--- src/source/hawk_pkg.sv ---
// Widths of the AXI write path and of the page translation,
// the stall FSM state encoding and the two-view address word
package hawk_pkg;

   // AXI bus widths
   localparam int ADDR_WIDTH = 32;
   localparam int DATA_WIDTH = 64;
   localparam int STRB_WIDTH = DATA_WIDTH / 8;
   localparam int ID_WIDTH   = 4;

   // 4 KB host pages
   localparam int PAGE_SHIFT = 12;
   localparam int PAGE_WIDTH = ADDR_WIDTH - PAGE_SHIFT;

   // Translation table geometry
   localparam int TABLE_DEPTH_LOG2 = 4;
   localparam int TABLE_DEPTH      = 1 << TABLE_DEPTH_LOG2;
   // Page bits above the index are kept as the tag
   localparam int TAG_WIDTH        = PAGE_WIDTH - TABLE_DEPTH_LOG2;

   // Page view of an address
   typedef struct packed {
      logic [PAGE_WIDTH-1:0] page;
      logic [PAGE_SHIFT-1:0] offset;
   } axi_addr_s;

   // One address word, seen either as the raw AXI address
   // or split into page number and offset
   typedef union packed {
      logic [ADDR_WIDTH-1:0] raw;
      axi_addr_s             fields;
   } axi_addr_u;

   // Stall FSM
   // IDLE accepts a new AW, WAIT holds it until translated
   typedef enum logic {
      IDLE = 1'b0,
      WAIT = 1'b1
   } stall_state_e;

endpackage

--- src/source/hawk_xlate_if.sv ---
// Lookup request and grant between the write stall block
// and the page translation table
`timescale 1ns/1ps

interface hawk_xlate_if;

   // Request side, held stable while lookup_valid is high
   logic                             lookup_valid;
   logic [hawk_pkg::PAGE_WIDTH-1:0]  lookup_page;

   // Grant side
   // allow_access pulses once per lookup, ppa_page holds until next grant
   logic                             allow_access;
   logic [hawk_pkg::PAGE_WIDTH-1:0]  ppa_page;

   // Stall block drives the request
   modport stall (
      output lookup_valid,
      output lookup_page,
      input  allow_access,
      input  ppa_page
   );

   // Table answers it
   modport tbl (
      input  lookup_valid,
      input  lookup_page,
      output allow_access,
      output ppa_page
   );

endinterface

--- src/source/hawk_cpu_stall_wr.sv ---
// Write address stall block
// Holds each CPU AW until its page is translated, then reissues it
// on the master AW channel. W and B pass straight through
`timescale 1ns/1ps

module hawk_cpu_stall_wr (
   input  logic                             clk,
   input  logic                             rst,

   hawk_xlate_if.stall                      xl,

   // AXI slave side
   input  logic [hawk_pkg::ID_WIDTH-1:0]    s_axi_awid,
   input  logic [hawk_pkg::ADDR_WIDTH-1:0]  s_axi_awaddr,
   input  logic [7:0]                       s_axi_awlen,
   input  logic [2:0]                       s_axi_awsize,
   input  logic [1:0]                       s_axi_awburst,
   input  logic                             s_axi_awvalid,
   output logic                             s_axi_awready,
   input  logic [hawk_pkg::DATA_WIDTH-1:0]  s_axi_wdata,
   input  logic [hawk_pkg::STRB_WIDTH-1:0]  s_axi_wstrb,
   input  logic                             s_axi_wlast,
   input  logic                             s_axi_wvalid,
   output logic                             s_axi_wready,
   output logic [hawk_pkg::ID_WIDTH-1:0]    s_axi_bid,
   output logic [1:0]                       s_axi_bresp,
   output logic                             s_axi_bvalid,
   input  logic                             s_axi_bready,

   // AXI master side
   output logic [hawk_pkg::ID_WIDTH-1:0]    m_axi_awid,
   output logic [hawk_pkg::ADDR_WIDTH-1:0]  m_axi_awaddr,
   output logic [7:0]                       m_axi_awlen,
   output logic [2:0]                       m_axi_awsize,
   output logic [1:0]                       m_axi_awburst,
   output logic                             m_axi_awvalid,
   input  logic                             m_axi_awready,
   output logic [hawk_pkg::DATA_WIDTH-1:0]  m_axi_wdata,
   output logic [hawk_pkg::STRB_WIDTH-1:0]  m_axi_wstrb,
   output logic                             m_axi_wlast,
   output logic                             m_axi_wvalid,
   input  logic                             m_axi_wready,
   input  logic [hawk_pkg::ID_WIDTH-1:0]    m_axi_bid,
   input  logic [1:0]                       m_axi_bresp,
   input  logic                             m_axi_bvalid,
   output logic                             m_axi_bready
);

   hawk_pkg::stall_state_e state_q;
   hawk_pkg::stall_state_e state_d;

   logic awready_q;
   logic awready_d;
   logic awvalid_q;
   logic awvalid_d;
   logic allow_q;
   logic aw_capture;
   logic aw_issue;

   // Held AW fields
   logic [hawk_pkg::ID_WIDTH-1:0] id_q;
   hawk_pkg::axi_addr_u           addr_q;
   logic [7:0]                    len_q;
   logic [2:0]                    size_q;
   logic [1:0]                    burst_q;

   assign aw_capture = s_axi_awvalid && awready_q;
   // Translation granted, address goes out on this edge
   assign aw_issue   = (state_q == hawk_pkg::WAIT) && allow_q;

   always_comb begin
      state_d = state_q;
      case (state_q)
         hawk_pkg::IDLE: begin
            if (aw_capture) begin
               state_d = hawk_pkg::WAIT;
            end
         end
         hawk_pkg::WAIT: begin
            if (allow_q) begin
               state_d = hawk_pkg::IDLE;
            end
         end
         default: state_d = hawk_pkg::IDLE;
      endcase
   end

   always_comb begin
      awvalid_d = awvalid_q && !m_axi_awready;
      if (aw_issue) begin
         awvalid_d = 1'b1;
      end
      // One address in flight at most
      awready_d = (state_d == hawk_pkg::IDLE) && !awvalid_d;
   end

   always_ff @(posedge clk) begin
      if (rst) begin
         state_q   <= hawk_pkg::IDLE;
         awready_q <= 1'b0;
         awvalid_q <= 1'b0;
         allow_q   <= 1'b0;
      end else begin
         state_q   <= state_d;
         awready_q <= awready_d;
         awvalid_q <= awvalid_d;
         // New address waits for its own grant
         if (aw_capture) begin
            allow_q <= 1'b0;
         end else if (xl.allow_access) begin
            allow_q <= 1'b1;
         end
      end
   end

   always_ff @(posedge clk) begin
      if (aw_capture) begin
         id_q       <= s_axi_awid;
         addr_q.raw <= s_axi_awaddr;
         len_q      <= s_axi_awlen;
         size_q     <= s_axi_awsize;
         burst_q    <= s_axi_awburst;
      end else if (aw_issue) begin
         // Physical page in, offset kept
         addr_q.fields.page <= xl.ppa_page;
      end
   end

   // Lookup drops as soon as the grant shows up
   assign xl.lookup_valid = (state_q == hawk_pkg::WAIT) && !allow_q && !xl.allow_access;
   assign xl.lookup_page  = addr_q.fields.page;

   assign s_axi_awready = awready_q;
   assign m_axi_awvalid = awvalid_q;
   assign m_axi_awid    = id_q;
   assign m_axi_awaddr  = addr_q.raw;
   assign m_axi_awlen   = len_q;
   assign m_axi_awsize  = size_q;
   assign m_axi_awburst = burst_q;

   // W channel
   assign m_axi_wdata  = s_axi_wdata;
   assign m_axi_wstrb  = s_axi_wstrb;
   assign m_axi_wlast  = s_axi_wlast;
   assign m_axi_wvalid = s_axi_wvalid;
   assign s_axi_wready = m_axi_wready;

   // B channel
   assign s_axi_bid    = m_axi_bid;
   assign s_axi_bresp  = m_axi_bresp;
   assign s_axi_bvalid = m_axi_bvalid;
   assign m_axi_bready = s_axi_bready;

   // Master AW held until accepted
   a_aw_hold: assert property (@(posedge clk) disable iff (rst)
      m_axi_awvalid && !m_axi_awready |=>
         m_axi_awvalid && $stable(m_axi_awaddr) && $stable(m_axi_awid)
         && $stable(m_axi_awlen));

   // Lookup raised in WAIT on the cycle after the CPU address is taken
   a_lookup_in_wait: assert property (@(posedge clk) disable iff (rst)
      aw_capture |=> state_q == hawk_pkg::WAIT && xl.lookup_valid);

endmodule

--- src/source/hawk_page_table.sv ---
// Direct-mapped page translation table
// Filled from outside, answers stall lookups one cycle later,
// grants everything unchanged while inactive
`timescale 1ns/1ps

module hawk_page_table (
   input  logic                             clk,
   input  logic                             rst,

   hawk_xlate_if.tbl                        xl,

   input  logic                             fill_valid,
   input  logic [hawk_pkg::PAGE_WIDTH-1:0]  fill_page,
   input  logic [hawk_pkg::PAGE_WIDTH-1:0]  fill_ppa,
   input  logic                             inactive
);

   // Entry storage
   logic [hawk_pkg::TABLE_DEPTH-1:0] valid_q;
   logic [hawk_pkg::TAG_WIDTH-1:0]   tag_mem [hawk_pkg::TABLE_DEPTH];
   logic [hawk_pkg::PAGE_WIDTH-1:0]  ppa_mem [hawk_pkg::TABLE_DEPTH];

   logic [hawk_pkg::TABLE_DEPTH_LOG2-1:0] fill_idx;
   logic [hawk_pkg::TAG_WIDTH-1:0]        fill_tag;
   logic [hawk_pkg::TABLE_DEPTH_LOG2-1:0] look_idx;
   logic [hawk_pkg::TAG_WIDTH-1:0]        look_tag;

   logic                             entry_hit;
   logic                             hit;
   logic                             grant;
   logic                             allow_q;
   logic [hawk_pkg::PAGE_WIDTH-1:0]  ppa_q;

   // Index from the low page bits, tag from the rest
   assign fill_idx = fill_page[hawk_pkg::TABLE_DEPTH_LOG2-1:0];
   assign fill_tag = fill_page[hawk_pkg::PAGE_WIDTH-1:hawk_pkg::TABLE_DEPTH_LOG2];
   assign look_idx = xl.lookup_page[hawk_pkg::TABLE_DEPTH_LOG2-1:0];
   assign look_tag = xl.lookup_page[hawk_pkg::PAGE_WIDTH-1:hawk_pkg::TABLE_DEPTH_LOG2];

   assign entry_hit = valid_q[look_idx] && (tag_mem[look_idx] == look_tag);
   assign hit       = inactive || entry_hit;

   // Misses retry every cycle until the entry is filled
   assign grant = xl.lookup_valid && hit;

   always_ff @(posedge clk) begin
      if (rst) begin
         valid_q <= '0;
      end else if (fill_valid) begin
         valid_q[fill_idx] <= 1'b1;
      end
   end

   always_ff @(posedge clk) begin
      if (fill_valid) begin
         tag_mem[fill_idx] <= fill_tag;
         ppa_mem[fill_idx] <= fill_ppa;
      end
   end

   always_ff @(posedge clk) begin
      if (rst) begin
         allow_q <= 1'b0;
      end else begin
         allow_q <= grant;
      end
   end

   // Physical page stays put until the next grant
   always_ff @(posedge clk) begin
      if (grant) begin
         ppa_q <= inactive ? xl.lookup_page : ppa_mem[look_idx];
      end
   end

   assign xl.allow_access = allow_q;
   assign xl.ppa_page     = ppa_q;

   a_single_pulse: assert property (@(posedge clk) disable iff (rst)
      xl.allow_access |=> !xl.allow_access);

endmodule

--- src/source/hawk_wr_top.sv ---
// Write path top level
// Plain AXI slave and master ports, table fill port and inactive,
// with the stall block and the translation table behind them
`timescale 1ns/1ps

module hawk_wr_top (
   input  logic                             clk,
   input  logic                             rst,

   // CPU side
   input  logic [hawk_pkg::ID_WIDTH-1:0]    s_axi_awid,
   input  logic [hawk_pkg::ADDR_WIDTH-1:0]  s_axi_awaddr,
   input  logic [7:0]                       s_axi_awlen,
   input  logic [2:0]                       s_axi_awsize,
   input  logic [1:0]                       s_axi_awburst,
   input  logic                             s_axi_awvalid,
   output logic                             s_axi_awready,
   input  logic [hawk_pkg::DATA_WIDTH-1:0]  s_axi_wdata,
   input  logic [hawk_pkg::STRB_WIDTH-1:0]  s_axi_wstrb,
   input  logic                             s_axi_wlast,
   input  logic                             s_axi_wvalid,
   output logic                             s_axi_wready,
   output logic [hawk_pkg::ID_WIDTH-1:0]    s_axi_bid,
   output logic [1:0]                       s_axi_bresp,
   output logic                             s_axi_bvalid,
   input  logic                             s_axi_bready,

   // Memory side
   output logic [hawk_pkg::ID_WIDTH-1:0]    m_axi_awid,
   output logic [hawk_pkg::ADDR_WIDTH-1:0]  m_axi_awaddr,
   output logic [7:0]                       m_axi_awlen,
   output logic [2:0]                       m_axi_awsize,
   output logic [1:0]                       m_axi_awburst,
   output logic                             m_axi_awvalid,
   input  logic                             m_axi_awready,
   output logic [hawk_pkg::DATA_WIDTH-1:0]  m_axi_wdata,
   output logic [hawk_pkg::STRB_WIDTH-1:0]  m_axi_wstrb,
   output logic                             m_axi_wlast,
   output logic                             m_axi_wvalid,
   input  logic                             m_axi_wready,
   input  logic [hawk_pkg::ID_WIDTH-1:0]    m_axi_bid,
   input  logic [1:0]                       m_axi_bresp,
   input  logic                             m_axi_bvalid,
   output logic                             m_axi_bready,

   // Table fill and bypass
   input  logic                             fill_valid,
   input  logic [hawk_pkg::PAGE_WIDTH-1:0]  fill_page,
   input  logic [hawk_pkg::PAGE_WIDTH-1:0]  fill_ppa,
   input  logic                             inactive
);

   hawk_xlate_if xl0 ();

   hawk_cpu_stall_wr stall0 (
      .clk           (clk),
      .rst           (rst),
      .xl            (xl0.stall),
      .s_axi_awid    (s_axi_awid),
      .s_axi_awaddr  (s_axi_awaddr),
      .s_axi_awlen   (s_axi_awlen),
      .s_axi_awsize  (s_axi_awsize),
      .s_axi_awburst (s_axi_awburst),
      .s_axi_awvalid (s_axi_awvalid),
      .s_axi_awready (s_axi_awready),
      .s_axi_wdata   (s_axi_wdata),
      .s_axi_wstrb   (s_axi_wstrb),
      .s_axi_wlast   (s_axi_wlast),
      .s_axi_wvalid  (s_axi_wvalid),
      .s_axi_wready  (s_axi_wready),
      .s_axi_bid     (s_axi_bid),
      .s_axi_bresp   (s_axi_bresp),
      .s_axi_bvalid  (s_axi_bvalid),
      .s_axi_bready  (s_axi_bready),
      .m_axi_awid    (m_axi_awid),
      .m_axi_awaddr  (m_axi_awaddr),
      .m_axi_awlen   (m_axi_awlen),
      .m_axi_awsize  (m_axi_awsize),
      .m_axi_awburst (m_axi_awburst),
      .m_axi_awvalid (m_axi_awvalid),
      .m_axi_awready (m_axi_awready),
      .m_axi_wdata   (m_axi_wdata),
      .m_axi_wstrb   (m_axi_wstrb),
      .m_axi_wlast   (m_axi_wlast),
      .m_axi_wvalid  (m_axi_wvalid),
      .m_axi_wready  (m_axi_wready),
      .m_axi_bid     (m_axi_bid),
      .m_axi_bresp   (m_axi_bresp),
      .m_axi_bvalid  (m_axi_bvalid),
      .m_axi_bready  (m_axi_bready)
   );

   hawk_page_table table0 (
      .clk        (clk),
      .rst        (rst),
      .xl         (xl0.tbl),
      .fill_valid (fill_valid),
      .fill_page  (fill_page),
      .fill_ppa   (fill_ppa),
      .inactive   (inactive)
   );

endmodule

--- config.mk ---
export PLATFORM = sky130hd
export DESIGN_NAME = hawk_wr_top
export DESIGN_NICKNAME = d
export VERILOG_FILES = /design/src/source/hawk_pkg.sv /design/src/source/hawk_xlate_if.sv /design/src/source/hawk_cpu_stall_wr.sv /design/src/source/hawk_page_table.sv /design/src/source/hawk_wr_top.sv
export SDC_FILE = /design/constraint.sdc
export NUM_CORES = 1
export LEC_CHECK = 0
export BUFFER_PORTS_ARGS = -buffer_cell sky130_fd_sc_hd__buf_2
export CORE_ASPECT_RATIO = 1.25
export CORE_MARGIN = 2
export CORE_UTILIZATION = 55
export DETAILED_ROUTE_END_ITERATION = 16
export GPL_TIMING_DRIVEN = 0
export PLACE_DENSITY = 0.8
export SYNTH_ARGS = -nofsm -noshare
export SYNTH_HDL_FRONTEND = slang
export SYNTH_HIERARCHICAL = 1
export SYNTH_SLANG_ARGS = --single-unit
--- constraint.sdc ---
create_clock -name clk -period 9 [get_ports clk]
set_clock_uncertainty 0.15 [all_clocks]
set_input_delay 0.9 -clock clk [delete_from_list [all_inputs] [get_ports clk]]
set_output_delay 0.9 -clock clk [all_outputs]
set_load 0.01 [all_outputs]
==> flow_summary.ini, run 1 <==
[setup_path]
start_kind = flop
critPathLaunch = stall0/m_axi_awaddr[13]
cp_num_buf_inv = 7
worstSetupPathType = flop to flop
cp_top_family = buffers and inverters
reg2reg_slack_ns = 4.35
critPathMaxFanout = 13
crit_end = table0/xl.ppa_page[11]
endpoint_kind = flop
max_stage_delay_ns = 0.73
slowest_stage = clkbuf_1
worstPathRequired_ns = 9.16
crit_top_cell = buf_4
rr_endpoint = table0/xl.ppa_page[11]
critPathArrivalTime_ns = 4.80
reg2reg_from = stall0/m_axi_awaddr[13]
cp_num_cells = 10
reg2regPathDepth = 10
worstPathCellList = buf_4 > buf_4 > buf_6 > buf_4 > clkbuf_1 > clkbuf_1 > o2111a_1 > a41oi_1 > nor2b_2 > buf_8

[clocking]
postCtsResizedCells = 0
clockBufferDepth = 3
insertion_delay_ns = 0.61
cts_hold_buf = 0
post-cts-setup-buffer-count = 0
cts_buffers = 58
cts-root-buf = clkbuf_16
cts_sinks = 666
cts_tree = built
htreeDepth = 2
clkTransAtPathRegs_ns = 0.06

[global_routing]
grt_usage_pct = 27.2
grt_max_degree = 32
grt_pass1_vias = 14500
overflow = 0
grt_antenna_before_repair = 8
grt_pass1_wl_um = 97100

[timing]
rsz0062_at_grt = no
setup_viol = 0
fmax_ghz = 0.215
slew_headroom_pct = 27.2
setup-tns-final_ns = 0
fin_crit_sh_pct = 51.6
finalHoldViolCount = 0
worstMarginPinSlew_ns = 1.09
maxSlewViolCount = 0
period_needed_ns = 4.65

[routing]
vias = 13900
vias_per_cell = 6.15
drt_iter0_drc = 1591
drc = 0
drt_wl_total_um = 67600
first_pass_iters = 5
ant_nets = 0
avgRoutedWirePerCell_um = 29.8

[synthesis]
synth-async-reset-ratio_pct = 0
synthDistinctLibCells = 54
syn_nets = 1434
synth-seq-cells = 666
synth_area_sq_um = 26500
synth_area_per_cell_sq_um = 21.1
synth_cells = 1256
synth_edf_count = 645
ys_seq_area_share_pct = 74.7
synthFlopType = edfxtp_1
ys_warn_count = 6

[cells_and_area]
drive_above_1_share_pct = 43.3
final_cell_mix = 645 x edfxtp_1, 240 x buf_2, 142 x mux4_2
ff_latch_area_sq_um = 19800
fin_nets = 1757
final_common_cell = edfxtp_1
multiInputGateArea_sq_um = 5640
syn_to_final_growth_pct = 17.3
fillers = 3006

[job]
drv_cap = 0

[floorplan]
dieArea_sq_um = 49900
die_width_um = 200
chipHeight_um = 249
num_io_pins = 312
core_sq_um = 47400
num_rows = 89
start_util_pct = 55.8

[place]
gp_congestion = 0.814
dp_hpwl_um = 45700
numPortBuffers = 227

[power_and_ir_drop]
leakagePower_uw = 0.0108
ir_drop_mv = 0.155
p_total_uw = 6510
power.density_nw_per_um2 = 210

[hold_path]
hp-class = input port to flop

[run_status]
outcome = finished clean
-- registers in the layout, summed over array words and instances, names as in the netlist, 3 cells and up --
name and flops:
table0/ppa_mem 320, stall0/m_axi_awlen 8, stall0/m_axi_awsize 3, table0/tag_mem 256, stall0/m_axi_awaddr 32, stall0/m_axi_awid 4
table0/xl.ppa_page 20, table0/valid_q 16
-- how the worst min path moves through the flow --
stage / cells after the start / slack [ns] / start / end
after global placement: 2 / 0.29 / table0/valid_q[3] / table0/valid_q[3]
after CTS: 1 / 0.29 / s_axi_awid[2] / stall0/m_axi_awid[2]
after global routing: 1 / 0.30 / s_axi_awid[3] / stall0/m_axi_awid[3]
after detailed placement: 2 / 0.30 / table0/valid_q[9] / table0/valid_q[9]
final: 1 / 0.31 / s_axi_awid[2] / stall0/m_axi_awid[2]
after floorplan: 2 / 0.28 / table0/valid_q[14] / table0/valid_q[14]
-- report_power, final --
group / total [uW] / internal (uW) / leakage [uW] / switching (uW)
Combinational: 471 / 208 / 0.00380 / 263
Sequential: 3500 / 3480 / 0.00601 / 22.9
Clock: 2540 / 1460 / 0.000943 / 1080
-- stage by stage --
stage	setup WS [ns]	cells	cell area (sq um)	hold slack (ns)	util [%]
after floorplan	4.44	1256	26500	0.285	-
after global placement	0.871	2120	28400	0.294	59.9
after global routing	4.34	2263	31100	0.296	65.5
final	4.35	2265	31100	0.314	65.5
after detailed placement	4.50	2156	29100	0.303	61.4
after CTS	4.48	2261	31100	0.289	65.5
-- metal layers --
layer	global-route usage (%)	share of wire [%]
met1	31.5	33
met2	48.5	53
met3	4.83	8.5
met4	14.1	5.3
met5	0	0.016
-- layout make-up --
| cell class | count | share of cell area [%] |
|---|---|---|
| clock inverter | 37 | 1.40 |
| antenna | 4 | 0.0322 |
| multi-input combinational | 428 | 18.2 |
| inverter | 3 | 0.0362 |
| tap | 637 | 2.57 |
| clock buffer | 68 | 4.86 |
| timing repair buffer | 263 | 5.51 |
| buffer | 159 | 3.74 |
| sequential | 666 | 63.7 |
-- cell usage after synthesis, types with 3 or more instances --
cell | number | area share, %
mux2_2 | 27 | 1.1
buf_2 | 13 | 0.25
xor2_1 | 15 | 0.50
buf_1 | 3 | 0.043
buf_6 | 14 | 0.60
nand3b_1 | 3 | 0.085
nand3_1 | 6 | 0.11
nand4_1 | 3 | 0.071
o21ai_0 | 3 | 0.057
nor3_1 | 14 | 0.26
a31oi_1 | 3 | 0.071
nand2_1 | 13 | 0.18
nand2b_1 | 4 | 0.094
dfxtp_1 | 21 | 1.6
clkbuf_1 | 14 | 0.20
mux2_4 | 17 | 0.96
nor2_1 | 51 | 0.72
a21oi_1 | 3 | 0.057
o31ai_1 | 3 | 0.085
mux4_2 | 142 | 12
a221o_1 | 11 | 0.42
mux2i_1 | 61 | 2.3
a22oi_1 | 4 | 0.11
nor2b_1 | 8 | 0.19
edfxtp_1 | 645 | 73
xnor2_1 | 7 | 0.23
buf_4 | 114 | 3.2
-- worst register-to-register path, delay by kind of cell, from the launching register on --
kind            cells  cell delay [ns]
buf+inv             7             2.55
compound gates      2             0.52
flops               1             0.51
simple gates        1             0.61
-- cells by family (layout without fill, tap and decap cells) --
kind of cell,after synthesis,count (layout),share of synthesized area (%)
buffers and inverters,162,530,4.43
XOR/XNOR,22,22,0.727
flip-flops,666,666,74.7
AO/OA/AOI/OAI,46,46,1.46
AND/OR/NAND/NOR,112,112,2.09
other,0,4,0
multiplexers,248,248,16.6
Power figures use the tool's default switching activity.
==> run 2, diff against run 1 <==
==> constraint.sdc (replaced) <==
create_clock -name clk -period 4.5 [get_ports clk]
set_clock_uncertainty 0.15 [all_clocks]
set_input_delay 0.45 -clock clk [delete_from_list [all_inputs] [get_ports clk]]
set_output_delay 0.45 -clock clk [all_outputs]
set_load 0.01 [all_outputs]
==> flow_summary.ini, run 2 (synthesis gave the netlist of run 1 again) <==
[run_status]
outcome = finished clean

[cells_and_area]
syn_to_final_growth_pct = 18.9
drive_above_1_share_pct = 42.3
largest_reg_flops = 320
final_cell_mix = 645 x edfxtp_1, 240 x buf_2, 142 x mux4_2
stdcell_area_sq_um = 31500
final_common_cell = edfxtp_1
fin_nets = 1799
largest-register = table0/ppa_mem
fillers = 2933

[timing]
worstMarginPinSlew_ns = 1.13
rsz0062_at_grt = no
setup_viol = 0
maxSlewViolCount = 0
setup-tns-final_ns = 0
fin_crit_sh_pct = 94.6
period_needed_ns = 4.26
fmax_ghz = 0.235
slew_headroom_pct = 24.7
finalHoldViolCount = 0

[clocking]
cts_sinks = 666
clockBufferDepth = 3
clkTransAtPathRegs_ns = 0.07
cts-root-buf = clkbuf_16
insertion_delay_ns = 0.62
cts_tree = built
htreeDepth = 2
cts_buffers = 58

[setup_path]
slowest_stage = mux2i_1
crit_top_cell = buf_6
cp_num_buf_inv = 6
start_kind = flop
critPathArrivalTime_ns = 4.42
worstPathRequired_ns = 4.66
worstPathCellList = buf_4 > buf_6 > buf_4 > buf_6 > buf_6 > mux2i_1 > xor2_1 > o221ai_1 > a2111oi_2 > a41oi_1 > nor2b_4 > buf_8
max_stage_delay_ns = 0.46
worstSetupPathType = flop to flop
critPathMaxFanout = 13
cp_top_family = buffers and inverters
endpoint_kind = flop

[floorplan]
num_io_pins = 312
dieArea_sq_um = 49900
core_sq_um = 47400
die_width_um = 200
num_rows = 89
chipHeight_um = 249
start_util_pct = 55.8

[global_routing]
grt_antenna_before_repair = 10
grt_usage_pct = 27.8
grt_max_degree = 32
grt_pass1_wl_um = 99300
grt_pass1_vias = 14700
overflow = 0

[routing]
avgRoutedWirePerCell_um = 30.0
drt_iter0_drc = 1653
drt_wl_total_um = 69300
vias_per_cell = 6.16
first_pass_iters = 5
drc = 0
ant_nets = 0
vias = 14200

[power_and_ir_drop]
leakagePower_uw = 0.0109
power.density_nw_per_um2 = 415
ir_drop_mv = 0.308
p_total_uw = 13100

[hold_path]
hp-class = input port to flop

[place]
dp_hpwl_um = 45700
numPortBuffers = 227
post_dp_cell_area_sq_um = 29100
gp_congestion = 0.814

[job]
drv_cap = 0
==> run 2: cell types whose count changed in the layout (fill, tap and decap cells not counted), sizes merged <==
cell / before / now
diode: 4 / 5
clkbuf: 82 / 80
dlygate4sd3: 0 / 44
==> run 2: final cells by class <==
cell class / count / area, sq um / area share [%]
repair buffers: 307 / 2150 / 6.83
well taps: 637 / 797 / 2.53
clock inverters: 37 / 434 / 1.38
plain buffers: 157 / 1150 / 3.67
inverters: 3 / 11.3 / 0.0357
flip-flops and latches: 666 / 19800 / 62.8
clock buffers: 68 / 1510 / 4.79
multi-input cells: 428 / 5650 / 17.9
diodes: 5 / 12.5 / 0.0397
==> run 2: routing by layer <==
layer / vias up / track usage, % / routed length, um
li1: 5762 / - / -
met1: 7256 / 32.0 / 22500
met2: 977 / 49.4 / 36500
met3: 209 / 5.30 / 6270
met4: 6 / 14.6 / 3980
met5: - / 0 / 34
==> run 2: final timing paths <==
path,startpoint,endpoint,slack [ns],depth (start not counted)
worst min register to register,table0/valid_q[9],table0/valid_q[9],0.32,2
worst max-delay path,stall0/m_axi_awaddr[12],table0/xl.ppa_page[11],0.24,12
worst max register to register,stall0/m_axi_awaddr[12],table0/xl.ppa_page[11],0.24,12
worst min-delay path,s_axi_awaddr[17],stall0/m_axi_awaddr[17],0.03,2
==> run 2: what timing repair did <==
item,4_1_cts,5_1_grt
resized for setup,0,1
buffers inserted,0,0
hold buffers,44,0
hold endpoints to repair,47,0
endpoints found under the setup margin,13,13
==> run 2: power by group <==
group / total, uW / internal, uW / switching (uW)
sequential: 7000 / 6950 / 47.0
clock: 5100 / 2920 / 2190
combinational: 977 / 441 / 536
==> run 2: through the flow <==
stage / setup slack (ns) / std cells / utilization, % / hold WS [ns]
2_1_floorplan: 0.387 / 1256 / - / 0.285
3_3_place_gp: -3.18 / 2120 / 59.9 / 0.294
3_5_place_dp: 0.00276 / 2156 / 61.4 / 0.303
4_1_cts: 0.0547 / 2304 / 66.4 / 0.00899
5_1_grt: 0.147 / 2305 / 66.4 / 0.0205
6_report: 0.244 / 2308 / 66.4 / 0.0281
